**src/source/sram_axi_consts.svh**
```systemverilog
`ifndef SRAM_AXI_CONSTS_SVH
`define SRAM_AXI_CONSTS_SVH

//////////////////////////////////////////////////////////////////////
// Bus widths
//////////////////////////////////////////////////////////////////////

`define SA_DATA_W 32
`define SA_ADDR_W 32
`define SA_ID_W 4

// Read client 0 is instruction and 1 is data
`define SA_READ_PORTS 2

//////////////////////////////////////////////////////////////////////
// Fixed burst shape
//////////////////////////////////////////////////////////////////////

`define SA_BURST_INCR 2'b01
`define SA_SIZE_WORD 3'b010

`endif

```
**src/source/axi_types_pkg.sv**
```systemverilog
`include "sram_axi_consts.svh"

package axi_types_pkg;

    typedef logic [`SA_ADDR_W-1:0] axi_addr_t;
    typedef logic [`SA_DATA_W-1:0] axi_data_t;
    typedef logic [`SA_ID_W-1:0]   axi_id_t;

    // Beats in the burst minus one
    typedef logic [7:0] axi_len_t;

    // Address channel payload, shared by AR and AW
    typedef struct packed {
        axi_id_t   id;
        axi_addr_t addr;
        axi_len_t  len;
        logic [2:0] size;
        logic [1:0] burst;
    } ar_chan_t;

    typedef struct packed {
        axi_id_t   id;
        axi_data_t data;
        logic      last;
    } r_chan_t;

    typedef struct packed {
        axi_data_t data;
        logic      last;
    } w_chan_t;

endpackage

```
**src/source/sram_port_pkg.sv**
```systemverilog
`include "sram_axi_consts.svh"

package sram_port_pkg;

    typedef logic [$clog2(`SA_READ_PORTS)-1:0] port_idx_t;

    // What a read engine asks the AR arbiter for
    typedef struct packed {
        axi_types_pkg::axi_addr_t addr;
        axi_types_pkg::axi_len_t  len;
    } rd_req_t;

    typedef enum logic [1:0] {
        RD_IDLE,
        RD_REQ,
        RD_DATA,
        RD_DONE
    } rd_state_e;

    typedef enum logic [2:0] {
        WR_IDLE,
        WR_ADDR,
        WR_DATA,
        WR_RESP,
        WR_DONE
    } wr_state_e;

endpackage

```
**src/source/read_engine.sv**
```systemverilog
module read_engine (
    input  logic                     aclk,
    input  logic                     i_reset,
    input  axi_types_pkg::axi_addr_t i_raddr,
    input  axi_types_pkg::axi_len_t  i_rlen,
    input  logic                     i_rvalid,
    output logic                     o_rready,
    output axi_types_pkg::axi_data_t o_rdata,
    output logic                     o_req_valid,
    output sram_port_pkg::rd_req_t   o_req,
    input  logic                     i_grant,
    input  logic                     i_beat_valid,
    input  axi_types_pkg::r_chan_t   i_beat,
    output logic                     o_beat_ready
);

    sram_port_pkg::rd_state_e state_q;
    sram_port_pkg::rd_req_t   req_q;
    logic                     rready_q;
    axi_types_pkg::axi_data_t rdata_q;
    logic                     beat_fire;

    assign beat_fire = i_beat_valid && o_beat_ready;

    //////////////////////////////////////////////////////////////////////
    // Request FSM
    //////////////////////////////////////////////////////////////////////

    always_ff @(posedge aclk) begin
        if (i_reset) begin
            state_q  <= sram_port_pkg::RD_IDLE;
            rready_q <= 1'b0;
        end else begin
            // One client pulse per accepted beat
            rready_q <= beat_fire;
            unique case (state_q)
                sram_port_pkg::RD_IDLE: begin
                    if (i_rvalid) state_q <= sram_port_pkg::RD_REQ;
                end
                sram_port_pkg::RD_REQ: begin
                    if (i_grant) state_q <= sram_port_pkg::RD_DATA;
                end
                sram_port_pkg::RD_DATA: begin
                    if (beat_fire && i_beat.last) state_q <= sram_port_pkg::RD_DONE;
                end
                sram_port_pkg::RD_DONE: begin
                    // Held rvalid must not start another burst
                    if (!i_rvalid) state_q <= sram_port_pkg::RD_IDLE;
                end
                default: state_q <= sram_port_pkg::RD_IDLE;
            endcase
        end
    end

    always_ff @(posedge aclk) begin
        if (state_q == sram_port_pkg::RD_IDLE && i_rvalid) begin
            req_q.addr <= i_raddr;
            req_q.len  <= i_rlen;
        end
        if (beat_fire) rdata_q <= i_beat.data;
    end

    assign o_req_valid  = (state_q == sram_port_pkg::RD_REQ);
    assign o_req        = req_q;
    assign o_beat_ready = (state_q == sram_port_pkg::RD_DATA);
    assign o_rready     = rready_q;
    assign o_rdata      = rdata_q;

endmodule

```
**config.mk**
```make
export PLATFORM = sky130hd
export DESIGN_NAME = read_engine
export DESIGN_NICKNAME = d
export VERILOG_FILES = /design/src/source/axi_types_pkg.sv /design/src/source/sram_port_pkg.sv /design/src/source/read_engine.sv
export VERILOG_INCLUDE_DIRS = /design/src /design/src/source
export SDC_FILE = /design/constraint.sdc
export NUM_CORES = 1
export LEC_CHECK = 0
export ABC_AREA = 1
export BUFFER_PORTS_ARGS = -buffer_cell sky130_fd_sc_hd__buf_2
export CORE_AREA = 2 2 93 95
export DETAILED_ROUTE_END_ITERATION = 12
export DIE_AREA = 0 0 95 97
export PLACE_DENSITY = 0.65
export REMOVE_ABC_BUFFERS = 1
export SYNTH_ARGS = -nofsm -noshare
export SYNTH_HDL_FRONTEND = slang
export SYNTH_SLANG_ARGS = --single-unit
```
**constraint.sdc**
```tcl
create_clock -name aclk -period 1.8 [get_ports aclk]
set_input_delay 0.09 -clock aclk [delete_from_list [all_inputs] [get_ports aclk]]
set_output_delay 0.09 -clock aclk [all_outputs]
set_load 0.1 [all_outputs]
```
Word-level counts from Yosys, hierarchy flattened

Cells that the tools add are included.

Register bits: 75
Input bits: 82
Output and inout port bits: 75
Word-level logic and storage cells: 22

Equal/unequal tests: 7
Mux-type cells: 5
Reduce and logical (&&, ||, !) cells: 5

Operators with widths:

| operator                                               | number |
|---|---|
| 2-to-1 mux 2 bit                                       | 4 |
| one-hot mux 2 bit (4 select lines)                     | 1 |
| equality test 2 bit (second input constant)            | 2 |
| inequality test 2 x 1 -> 1 bit (second input constant) | 2 |
| inequality test 2 bit (second input constant)          | 2 |
| AND reduction 4 bit                                    | 1 |
| logical AND 1 bit                                      | 3 |
| equality test 2 x 1 -> 1 bit (second input constant)   | 1 |
| zero test 2 bit                                        | 1 |

Depth between registers and ports, before layout

Depth after elaboration: 5
Mapped depth: 9
Depth with buffers taken out: 9

Worst setup path before layout

OpenSTA, ideal clock, no wires.

Path type: flip-flop to flip-flop
Start: register state_q[0]
End: register rdata_q[0], in the netlist o_rdata[0], enable pin
Library setup time: 387 ps
Arrival: 2076 ps
Required time: 1413 ps
Setup slack: -663 ps
Cell stages (with the launch flop): 5
Path buffers: 0
Period minus slack after synthesis: 2463 ps
Cell sequence: dfxtp_1 inv_1 ha_1 nand2_1 inv_1

Cells in the longest elaborated chain, start to end: 2

RTL lines:

| element                  | RTL line          | source |
|---|---|---|
| start: declaration       | read_engine.sv:17 | `sram_port_pkg::rd_state_e state_q;` |
| start signal: assignment | read_engine.sv:31 | `state_q <= sram_port_pkg::RD_IDLE;` |
| start signal: assignment | read_engine.sv:38 | `if (i_rvalid) state_q <= sram_port_pkg::RD_REQ;` |
| start signal: assignment | read_engine.sv:41 | `if (i_grant) state_q <= sram_port_pkg::RD_DATA;` |
| equality test 2 bit      | read_engine.sv:65 | `assign o_beat_ready = (state_q == sram_port_pkg::RD_DATA);` |
| via o_beat_ready         | read_engine.sv:14 | `output logic o_beat_ready` |
| logical AND 1 bit        | read_engine.sv:23 | `assign beat_fire = i_beat_valid && o_beat_ready;` |
| via beat_fire            | read_engine.sv:21 | `logic beat_fire;` |
| end signal: assignment   | read_engine.sv:60 | `if (beat_fire) rdata_q <= i_beat.data;` |
| end: declaration         | read_engine.sv:20 | `axi_types_pkg::axi_data_t rdata_q;` |

The timed path passes the listed nets, and every way through them passes these cells.
A chain may end at the register's enable or synchronous reset.

Worst setup path after layout

Start: register state_q[0]
End: output o_beat_ready

Cells in the longest elaborated chain, start to end: 1

RTL lines:

| element             | RTL line |
|---|---|
| equality test 2 bit | read_engine.sv:65 |
| end: declaration    | read_engine.sv:14 |

No other way between the ends.

==> out/summary.md <==
The critical path startpoint category is a register. The class of the most critical hold timing path was primary input to register. The standard cell area after detailed placement is 3340 um2.

The number of pins exceeding their max-slew limit in the final report came out at 0. The logs give 2400 um2 for the summed instance area of the synthesized netlist and 310 ps for the reg2reg setup slack. For this run the aggregate overflow at the end of global routing stands at 0. The tool flagged a number of max-cap violations equal to 0. For the worst-skew pair, the clock arrives at the later sink with an insertion delay of 330 ps. Static timing analysis puts the maximum clock frequency at 0.654 GHz. At the pin with the least slew margin, the transition time is 503 ps.

For hold timing, the worst endpoint is state_q[1]. In this run the power density over the cells is 1650 nW/um2. The largest fanout of any net on the critical path works out to 4.

The violation count after the first detailed-route iteration came out at 33. Reg-to-reg critical path startpoint: state_q[0]. Static leakage power: 0.00188 uW. Counting along the longest clock path gives a buffer depth of 2. The run gives 0 as the Yosys warning count. The post-route clock skew is 7.13 ps, and the final antenna-violating net count is 0. Measured along the y axis, the die boundary spans 97 um. The critical path start-end classification was register to output port. Data on the critical path arrives at its endpoint at 1440 ps. The fraction of layout cells with a size suffix above 1 works out to 0.492.

Cell at the root of the clock tree: clkbuf_8. The setup-violating endpoint count in the final report was 0. In the final routed layout, each cell accounts on average for 13.0 um. The worst hold path depth works out to 6. The detailed-route vias per instance was 4.00; the row count was 33.

Final net count: 435. After legalization and detailed placement, the total HPWL measured 3750 um. The number of instances in the synthesized netlist was 110.

The run finished with clean final reports. The number of enable-type register cells in the synthesized netlist was 72; the power after layout was 7160 uW. Area share of the leading cell type in the synthesized netlist: 0.900. The area inside the core boundary is 8130 um2. The overall die area is 9220 um2, and the level count of the clock H-tree is 3. For the fraction of the yosys area taken by sequential cells, the log shows 0.925.

For the finished layout, the period the worst path requires is 1530 ps. Buffers inserted during clock tree synthesis total 9. For the headroom to the max-slew limit, the log shows 0.667.

The aggregate negative setup slack came out at 0 ps. Counting cells, the worst reg-to-reg path comes to 5. With fillers left out, the area of the finished cells amounts to 4340 um2. In this run the critical register-to-register path is captured at o_rready.

The total iterations of the first detailed-routing run came out at 3. TritonCTS built the clock tree. The die is 95 um wide. The starting utilization of the core area is 0.295, and the mean area per synthesized cell is 21.9 um2. Counting distinct cell types in the post-synthesis netlist gives 10.

Yosys attributes the largest share of cell area to edfxtp_1 (90%), dfxtp_1 (2.5%), ha_1 (2.1%). The run gives 0 as the number of hold violations in the final report. In this run, synthesis produced a sequential element count of 75.

The area growth from synthesis to final layout was 80.6%. At the end of routability-driven placement, the weighted congestion stood at 0.713. Ranked by instance count, the synthesized netlist is headed by edfxtp_1 (72), inv_1 (10), nand2_1 (8), nor2_1 (6), ha_1 (4). The post-route fraction of the period consumed by the critical path works out to 0.849. The count of buffers added on input and output ports is 152.

The largest area contributor in the synthesized netlist is edfxtp_1. CTS saw 75 sinks. The overall fraction of global-route tracks in use came out at 0.129.

The routed via count was 1836; the total length of routed wires was 5960 um. The most used flip-flop cell after synthesis is edfxtp_1. Post-CTS timing repair inserted 0 buffers for setup. STA puts the critical path data required time at 1710 ps. The via count of the first global-routing pass came out at 2005.

For the initial antenna violation count, the log shows 0. Setup repair after global routing left no endpoint under its margin. VDD sags by at most 0.000579 V.

In the post-synthesis netlist, the cell with the most instances is edfxtp_1. Async set or reset register ratio after synthesis: 0. Clock transition time at the flip-flop clock pins of the worst setup and hold paths: 80 ps. Source of the worst hold timing path: i_beat[0]. Critical path endpoint category: an output port.

The tools report the global-route wire length before repair as 8870 um. After detailed routing, the number of remaining DRC violations is 0. The repair_antennas step left the layout with diodes totalling 0. The pin count of the biggest net entering global routing was 41. For this design the top-level I/O count stands at 157.
layer usage:
metal	wire length [um]	up-vias	GRT usage
li1	-	880	-
met1	2150	829	0.116
met2	3000	118	0.239
met3	714	9	0.0576
met4	94	0	0.0535
met5	0	-	0
cells in the final DEF, fill, tap and decap left out, types with 4 or more instances in the layout:
cell type / count
edfxtp_1: 72
dlygate4sd3_1: 74
inv_1: 10
nor2_1: 6
ha_1: 4
clkbuf_8: 9
buf_2: 152
nand2_1: 8
bufinv_16: 4
worst max path at each step:
stage,start,end,slack [ps],cells after the start
final,state_q[0],o_beat_ready,270,3
after global routing,state_q[0],o_beat_ready,190,3
after CTS,state_q[0],o_beat_ready,240,3
after detailed placement,state_q[0],o_rdata[25],440,5
after global placement,state_q[0],o_rdata[27],470,5
after floorplan,state_q[0],o_rdata[0],-660,4
flip-flops by register name, summed over array words and instances (netlist names):
| register | cells |
|---|---|
| o_rdata | 32 |
| o_rready | 1 |
| state_q | 2 |
| o_req | 40 |
stage by stage:
step / util / hold slack (ps) / worst slack (ps) / cells
after CTS: 0.534 / 173 / 242 / 459
after detailed placement: 0.410 / 267 / 440 / 369
after global placement: 0.410 / 265 / 466 / 369
after global routing: 0.534 / 205 / 192 / 459
final: 0.534 / 185 / 272 / 459
after floorplan: - / 162 / -663 / 110
power by group:
part	leakage [uW]	total, uW	switching (uW)	internal (uW)
clock network	0.000127	1650	595	1060
logic	0.00106	3090	2600	493
registers	0.000695	2410	86.5	2330
cell type report:
type,count,area [um2]
Fill cell,666,3790
Sequential cell,75,2220
Clock inverter,7,140
Timing Repair Buffer,228,1540
Clock buffer,9,124
Inverter,11,41.3
Tap cell,105,131
Multi-Input combinational cell,24,140
worst max-delay path, cell delays in order (launching register included):
cell and delay (ps):
dfxtp_1 340, inv_1 90, ha_1 220, buf_2 450
cell families (layout without fill, tap and decap cells):
| kind of cell | after synthesis | count (layout) | share of synthesized area |
|---|---|---|---|
| AND/OR/NAND/NOR | 20 | 20 | 0.0375 |
| adder cells (fa/ha/maj) | 4 | 4 | 0.0208 |
| buffers and inverters | 11 | 255 | 0.0172 |
| flip-flops | 75 | 75 | 0.925 |
what timing repair did:
item                      in CTS  in global routing
gates resized for setup        0                  0
hold endpoints to repair      75                  0
hold buffers                  74                  0
(Power assumes the default switching activity.)
