`config.mk`:
```
export PLATFORM = sky130hd
export DESIGN_NAME = write_engine
export DESIGN_NICKNAME = d
export VERILOG_FILES = /design/src/source/axi_types_pkg.sv /design/src/source/sram_port_pkg.sv /design/src/source/write_engine.sv
export VERILOG_INCLUDE_DIRS = /design/src /design/src/source
export SDC_FILE = /design/constraint.sdc
export NUM_CORES = 1
export LEC_CHECK = 0
export ABC_AREA = 0
export BUFFER_PORTS_ARGS = -buffer_cell sky130_fd_sc_hd__clkbuf_2
export CAP_MARGIN = 20
export CORE_MARGIN = 4
export CORE_UTILIZATION = 35
export DETAILED_ROUTE_END_ITERATION = 8
export GPL_ROUTABILITY_DRIVEN = 0
export GPL_TIMING_DRIVEN = 0
export PLACE_DENSITY = 0.7
export RECOVER_POWER = 25
export SETUP_SLACK_MARGIN = 0.4
export SYNTH_ARGS = -nofsm -noshare
export SYNTH_HDL_FRONTEND = slang
export SYNTH_SLANG_ARGS = --single-unit
export TNS_END_PERCENT = 5
```
`constraint.sdc`:
```
create_clock -name aclk -period 5.7 [get_ports aclk]
set_clock_uncertainty 0.2 [all_clocks]
set_input_delay 0.57 -clock aclk [delete_from_list [all_inputs] [get_ports aclk]]
set_output_delay 0.57 -clock aclk [all_outputs]
set_load 0.03 [all_outputs]
```
`src/source/sram_axi_consts.svh`:
```
`ifndef SRAM_AXI_CONSTS_SVH
`define SRAM_AXI_CONSTS_SVH

//////////////////////////////////////////////////////////////////////
// Bus widths
//////////////////////////////////////////////////////////////////////

`define SA_DATA_W 32
`define SA_ADDR_W 32
`define SA_ID_W 4

// Read client 0 is instruction and 1 is data
`define SA_READ_PORTS 2

//////////////////////////////////////////////////////////////////////
// Fixed burst shape
//////////////////////////////////////////////////////////////////////

`define SA_BURST_INCR 2'b01
`define SA_SIZE_WORD 3'b010

`endif

```
`src/source/axi_types_pkg.sv`:
```
`include "sram_axi_consts.svh"

package axi_types_pkg;

    typedef logic [`SA_ADDR_W-1:0] axi_addr_t;
    typedef logic [`SA_DATA_W-1:0] axi_data_t;
    typedef logic [`SA_ID_W-1:0]   axi_id_t;

    // Beats in the burst minus one
    typedef logic [7:0] axi_len_t;

    // Address channel payload, shared by AR and AW
    typedef struct packed {
        axi_id_t   id;
        axi_addr_t addr;
        axi_len_t  len;
        logic [2:0] size;
        logic [1:0] burst;
    } ar_chan_t;

    typedef struct packed {
        axi_id_t   id;
        axi_data_t data;
        logic      last;
    } r_chan_t;

    typedef struct packed {
        axi_data_t data;
        logic      last;
    } w_chan_t;

endpackage

```
`src/source/sram_port_pkg.sv`:
```
`include "sram_axi_consts.svh"

package sram_port_pkg;

    typedef logic [$clog2(`SA_READ_PORTS)-1:0] port_idx_t;

    // What a read engine asks the AR arbiter for
    typedef struct packed {
        axi_types_pkg::axi_addr_t addr;
        axi_types_pkg::axi_len_t  len;
    } rd_req_t;

    typedef enum logic [1:0] {
        RD_IDLE,
        RD_REQ,
        RD_DATA,
        RD_DONE
    } rd_state_e;

    typedef enum logic [2:0] {
        WR_IDLE,
        WR_ADDR,
        WR_DATA,
        WR_RESP,
        WR_DONE
    } wr_state_e;

endpackage

```
`src/source/write_engine.sv`:
```
`include "sram_axi_consts.svh"

module write_engine (
    input  logic                     aclk,
    input  logic                     i_reset,
    input  axi_types_pkg::axi_addr_t i_waddr,
    input  axi_types_pkg::axi_len_t  i_wlen,
    input  axi_types_pkg::axi_data_t i_wdata,
    input  logic                     i_wvalid,
    output logic                     o_wready,
    output axi_types_pkg::ar_chan_t  o_aw,
    output logic                     o_aw_valid,
    input  logic                     i_aw_ready,
    output axi_types_pkg::w_chan_t   o_w,
    output logic                     o_w_valid,
    input  logic                     i_w_ready,
    input  logic                     i_b_valid,
    output logic                     o_b_ready
);

    sram_port_pkg::wr_state_e state_q;
    axi_types_pkg::ar_chan_t  aw_q;
    axi_types_pkg::axi_len_t  beat_q;
    logic                     w_last;

    assign w_last = (beat_q == aw_q.len);

    //////////////////////////////////////////////////////////////////////
    // Burst FSM
    //////////////////////////////////////////////////////////////////////

    always_ff @(posedge aclk) begin
        if (i_reset) begin
            state_q <= sram_port_pkg::WR_IDLE;
            beat_q  <= '0;
        end else begin
            unique case (state_q)
                sram_port_pkg::WR_IDLE: begin
                    beat_q <= '0;
                    if (i_wvalid) state_q <= sram_port_pkg::WR_ADDR;
                end
                sram_port_pkg::WR_ADDR: begin
                    if (i_aw_ready) state_q <= sram_port_pkg::WR_DATA;
                end
                sram_port_pkg::WR_DATA: begin
                    if (i_w_ready) begin
                        beat_q <= beat_q + 8'd1;
                        if (w_last) state_q <= sram_port_pkg::WR_RESP;
                    end
                end
                sram_port_pkg::WR_RESP: begin
                    if (i_b_valid) state_q <= sram_port_pkg::WR_DONE;
                end
                sram_port_pkg::WR_DONE: begin
                    if (!i_wvalid) state_q <= sram_port_pkg::WR_IDLE;
                end
                default: state_q <= sram_port_pkg::WR_IDLE;
            endcase
        end
    end

    // Write ID is always zero
    always_ff @(posedge aclk) begin
        if (state_q == sram_port_pkg::WR_IDLE && i_wvalid) begin
            aw_q.id    <= '0;
            aw_q.addr  <= i_waddr;
            aw_q.len   <= i_wlen;
            aw_q.size  <= `SA_SIZE_WORD;
            aw_q.burst <= `SA_BURST_INCR;
        end
    end

    assign o_aw       = aw_q;
    assign o_aw_valid = (state_q == sram_port_pkg::WR_ADDR);
    assign o_w.data   = i_wdata;
    assign o_w.last   = w_last;
    assign o_w_valid  = (state_q == sram_port_pkg::WR_DATA);
    assign o_b_ready  = (state_q == sram_port_pkg::WR_RESP);

    // Per-word pulses, then the completion pulse with B
    assign o_wready = (o_w_valid && i_w_ready) || (o_b_ready && i_b_valid);

endmodule

```
## Word-level counts from Yosys, hierarchy flattened

Cells that the tools add are included.

| operators by class | value |
|---|---|
| equal/unequal tests | 11 |
| reduce and logical (&&, ||, !) cells | 8 |
| mux-type cells | 9 |
| add/subtract/negate cells | 1 |

Operators with widths:

| kind | count |
|---|---|
| $mux 3 | 6 |
| $pmux 8 s2 | 1 |
| $pmux 3 s5 | 1 |
| $add 8x1->8 const B | 1 |
| $eq 8x8->1 | 1 |
| $mux 8 | 1 |
| $eq 3x2->1 const B | 2 |
| $ne 2x1->1 const B | 3 |
| $ne 2x2->1 const B | 3 |
| $reduce_and 6->1 | 1 |
| $eq 3x1->1 const B | 1 |
| $eq 3x3->1 const B | 1 |
| $logic_and 1x1->1 | 3 |
| $logic_not 3->1 | 1 |
| $reduce_and 2->1 | 1 |
| $reduce_bool 2->1 | 1 |
| $logic_or 1x1->1 | 1 |

| storage, ports and cells | value |
|---|---|
| input port bits | 78 |
| register bits after elaboration | 51 |
| logic and storage cells | 33 |
| output and inout port bits | 86 |

## Depth between registers and ports, before layout

| depth | value |
|---|---|
| word-level depth | 4 |
| depth in mapped cells | 5 |
| depth with buffers taken out | 5 |

## Worst setup path before layout

OpenSTA, ideal clock, no wires.

| timing | value |
|---|---|
| path type | register to register |
| start point | register state_q[2] |
| end point | register aw_q, in the netlist o_aw[10], enable pin |
| data required time | 5.061 ns |
| period minus slack after synthesis | 3.043 ns |
| path slack | 2.657 ns |
| setup time | 0.439 ns |
| stages on the path, launching flop included | 4 |
| buffers on the path | 1 |
| arrival | 2.405 ns |
| cells stage by stage | dfxtp_1 or2_1 buf_6 nor2_1 |

| between the ends | value |
|---|---|
| word-level cells in the longest chain between the ends | 2 |

Ends and longest elaborated chain:

| what | RTL line | text |
|---|---|---|
| start: declaration | write_engine.sv:21 | `sram_port_pkg::wr_state_e state_q;` |
| start signal: assignment | write_engine.sv:34 | `state_q <= sram_port_pkg::WR_IDLE;` |
| start signal: assignment | write_engine.sv:40 | `if (i_wvalid) state_q <= sram_port_pkg::WR_ADDR;` |
| start signal: assignment | write_engine.sv:43 | `if (i_aw_ready) state_q <= sram_port_pkg::WR_DATA;` |
| $logic_not 3->1 | write_engine.sv:64 | `if (state_q == sram_port_pkg::WR_IDLE && i_wvalid) begin` |
| $logic_and 1x1->1 | write_engine.sv:64 |  |
| end: declaration | write_engine.sv:22 | `axi_types_pkg::ar_chan_t aw_q;` |

Every way passes these cells.
A chain may end at the register's enable or synchronous reset.

## Final worst setup path

| timing | value |
|---|---|
| start point | register beat_q[3] |
| end point | output port o_w[0] (netlist name) |

| between the ends | value |
|---|---|
| word-level cells in the longest chain between the ends | 1 |

Ends and longest elaborated chain:

| what | RTL line | text |
|---|---|---|
| start: declaration | write_engine.sv:23 | `axi_types_pkg::axi_len_t beat_q;` |
| start signal: assignment | write_engine.sv:47 | `beat_q <= beat_q + 8'd1;` |
| $eq 8x8->1 | write_engine.sv:26 | `assign w_last = (beat_q == aw_q.len);` |
| end: declaration | write_engine.sv:14 | `output axi_types_pkg::w_chan_t o_w,` |

Every way passes these cells.

==> summary.md <==
| Metric | Value |
|---|---|
| Final core occ | 49.8% |
| Grt ovf | 0 |
| CTS tree | yes |
| First-pass DRT Iterations | 4 |
| Setup TNS | 0 ps |
| Setup ws final | 3250 ps |
| P_int | 633 µW |
| Tmin final | 2450 ps |
| Chip height | 88.9 µm |
| Hold Crit Class | in2reg |
| Unrepaired setup endpoints after global routing | false |
| Sw power | 267 µW |
| Max cap viols | 0 |
| Routed wire length | 4960 µm |
| Number of H-tree levels | 2 |
| Avg Synthesized Cell Area | 13.3 µm² |
| Post-synthesis mux area share | 0.874% |
| F_max | 408 MHz |
| CTS root buffer | clkbuf_8 |
| Cells after DPL | 379 |
| CTS clock-pin slew for the worst setup and hold paths | 100 ps |
| Top post-synthesis cells by count | 42 x buf_4, 40 x edfxtp_1, 14 x xnor2_1 |
| Via count of the first global-routing pass | 1591 |
| Clock tree buffer depth | 2 |
| DRC violations left | 0 |
| First-pass GRT wire length | 7240 µm |
| Cell Chain, Critical Path | clkbuf_1, xnor2_1, nand4_1, nor2_1, buf_4, clkbuf_2 |
| IO Count | 164 |
| Sw Share | 29.7% |
| Core ar. | 6350 µm² |
| XOR/XNOR Fraction of Synth Area | 5.35% |
| Row count | 29 |
| Mapped Cells | 172 |
| Initial antenna violation count | 0 |
| Wire per inst | 12.8 µm |
| Number of flops mapped to enable cells by yosys | 40 |
| Final nets | 388 |
| Fin. Hold Viols | 0 |
| Crit. End Element | output pin |
| Simple-Gate Fraction of Synth Area | 11.7% |
| Asr flop ratio synth | 0% |
| Layout area overhead | 38.0% |
| Seq/Total Area, Yosys | 62.0% |
| Sequential Power Share | 49.2% |
| Clk sink count | 51 |
| CTS Hold Bufs | 0 |
| Synth Area in Adders | 0.546% |
| Power Dens Cells | 285 nW/µm² |
| Worst path bufs/invs | 3 |
| Final antenna-violating net count | 0 |
| Peak VDD IR | 0.261 mV |
| Syn. warnings | 0 |
| Req. time, crit path | 4930 ps |
| Largest net degree at the start of global routing | 36 |
| Worst Path Max Fanout | 6 |
| Mapped cell area | 2290 µm² |
| Final setup viols | 0 |
| Initial DRC Count | 79 |
| Max Slew Vio Count | 0 |
| Main combinational cell family by area after synthesis | buffers and inverters |
| Post-CTS Setup Repair Bufs | 0 |
| DR vias | 1684 |
| FF+latch count, synth | 51 |
| Cell taking the most area after synthesis | edfxtp_1 |
| Clock latency on the worst-skew pair | 300 ps |
| Combinational share of power | 23.0% |
| Critical path class | reg2out |
| Initial Utilization | 36.1% |
| CTS resizes | 0 |
| Number of port buffers | 122 |
| Slowest-stage cell, CP | dfxtp_1 |
| Layout Cells excl Fill | 387 |
| Cts bufs inserted | 5 |
| Synth top area cells | edfxtp_1 52%, buf_4 14%, dfxtp_1 9.6% |
| Synth cell types | 31 |
| Power share of the clock group | 27.9% |
| Vias per cell | 4.35 |
| Top_reg_cell synth | edfxtp_1 |
| Leakage power | 0.00142 µW |
| Share of post-route cells with drive strength above 1 | 57.7% |
| Synth top area share | 52.4% |
| Post-synthesis compound-gate area fraction | 3.60% |
| Place WS | 3600 ps |
| CP Data Arrival Time | 1680 ps |
| Ant diodes | 0 |
| DP Wirelength | 4020 µm |
| Die Width | 88.9 µm |
| Startpoint types | register |
| Most common cell in the netlist | buf_4 |
| GR Util All Layers | 12.2% |
| Die Area | 7900 µm² |
| Status | finished clean |
| Max stage delay on crit path | 320 ps |
| Delay-heaviest family, CP | buffers and inverters |
| Final period util | 43.0% |
==> per-stage QoR <==
stage               cell area (µm²)  power [µW]  hold WS [ps]
global route                   3160         944           216
floorplan                      2320         596           285
global placement               3020         656           313
finish                         3160         901           237
CTS                            3160         910           222
detailed placement             3050         661           330
==> path summary, 6_finish.rpt <==
kind / startpoint / end / slack (ps) / depth (start not counted)
worst max-delay path: beat_q[3] / o_w[0] / 3250 / 6
worst max register to register: state_q[1] / o_aw[12] / 3970 / 4
worst min-delay path: i_waddr[8] / o_aw[21] / 240 / 1
worst min register to register: beat_q[1] / beat_q[1] / 340 / 2
==> power groups by stage <==
| stage | Clock [µW] | Sequential [µW] | Combinational (µW) |
|---|---|---|---|
| global route | 276 | 446 | 222 |
| finish | 251 | 443 | 207 |
| global placement | 0 | 453 | 203 |
| CTS | 257 | 444 | 209 |
| detailed placement | 0 | 452 | 209 |
| floorplan | 0 | 500 | 96.7 |
==> sequential cells by signal (all words and copies together) (netlist names) <==
signal / cells
beat_q: 8
o_aw: 40
state_q: 3
==> worst register-to-register path, delay by kind of cell, from the launching register on <==
| family | cells | cell delay (ps) |
|---|---|---|
| flip-flops | 1 | 320 |
| buffers and inverters | 2 | 420 |
| AND/OR/NAND/NOR | 2 | 470 |
==> layer usage <==
layer / global-route usage [%] / wire, µm
met5: 0 / 0
met4: 4.95 / 63
met3: 7.74 / 993
met2: 20.2 / 2330
met1: 12.4 / 1570
==> cell families (layout without fill, tap and decap cells) <==
kind of cell | after synthesis | after routing
muxes | 2 | 2
other | 2 | 9
xor gates and xnor gates | 14 | 14
AOI/OAI and AO/OA | 13 | 13
DFF | 51 | 51
adders and majority gates | 1 | 1
buffers and inverters | 50 | 181
and+or+nand+nor | 39 | 39
==> final cells by class <==
type / count / area [µm²]
Sequential cell: 51 / 1420
Buffer: 48 / 349
Tap cell: 77 / 96.3
Clock inverter: 3 / 42.5
Multi-Input combinational cell: 78 / 547
Fill cell: 574 / 3190
Inverter: 2 / 7.51
Timing Repair Buffer: 123 / 628
Clock buffer: 5 / 68.8
==> cell usage in the layout (no fill, tap or decap), types with 2 or more instances in the layout <==
cell,count
clkbuf_8,5
nor3_1,3
a21oi_1,4
mux2i_1,2
clkbuf_1,4
inv_1,2
nor3b_1,4
nand4_1,3
nand2_1,4
nor4_4,4
edfxtp_1,40
o21ai_0,3
nand3_1,3
clkbuf_2,120
xnor2_1,14
buf_2,3
nor2b_1,2
nor2_1,10
dfxtp_1,11
a21o_1,2
conb_1,9
buf_4,42
Note: power is estimated with default switching activity, not from simulation.
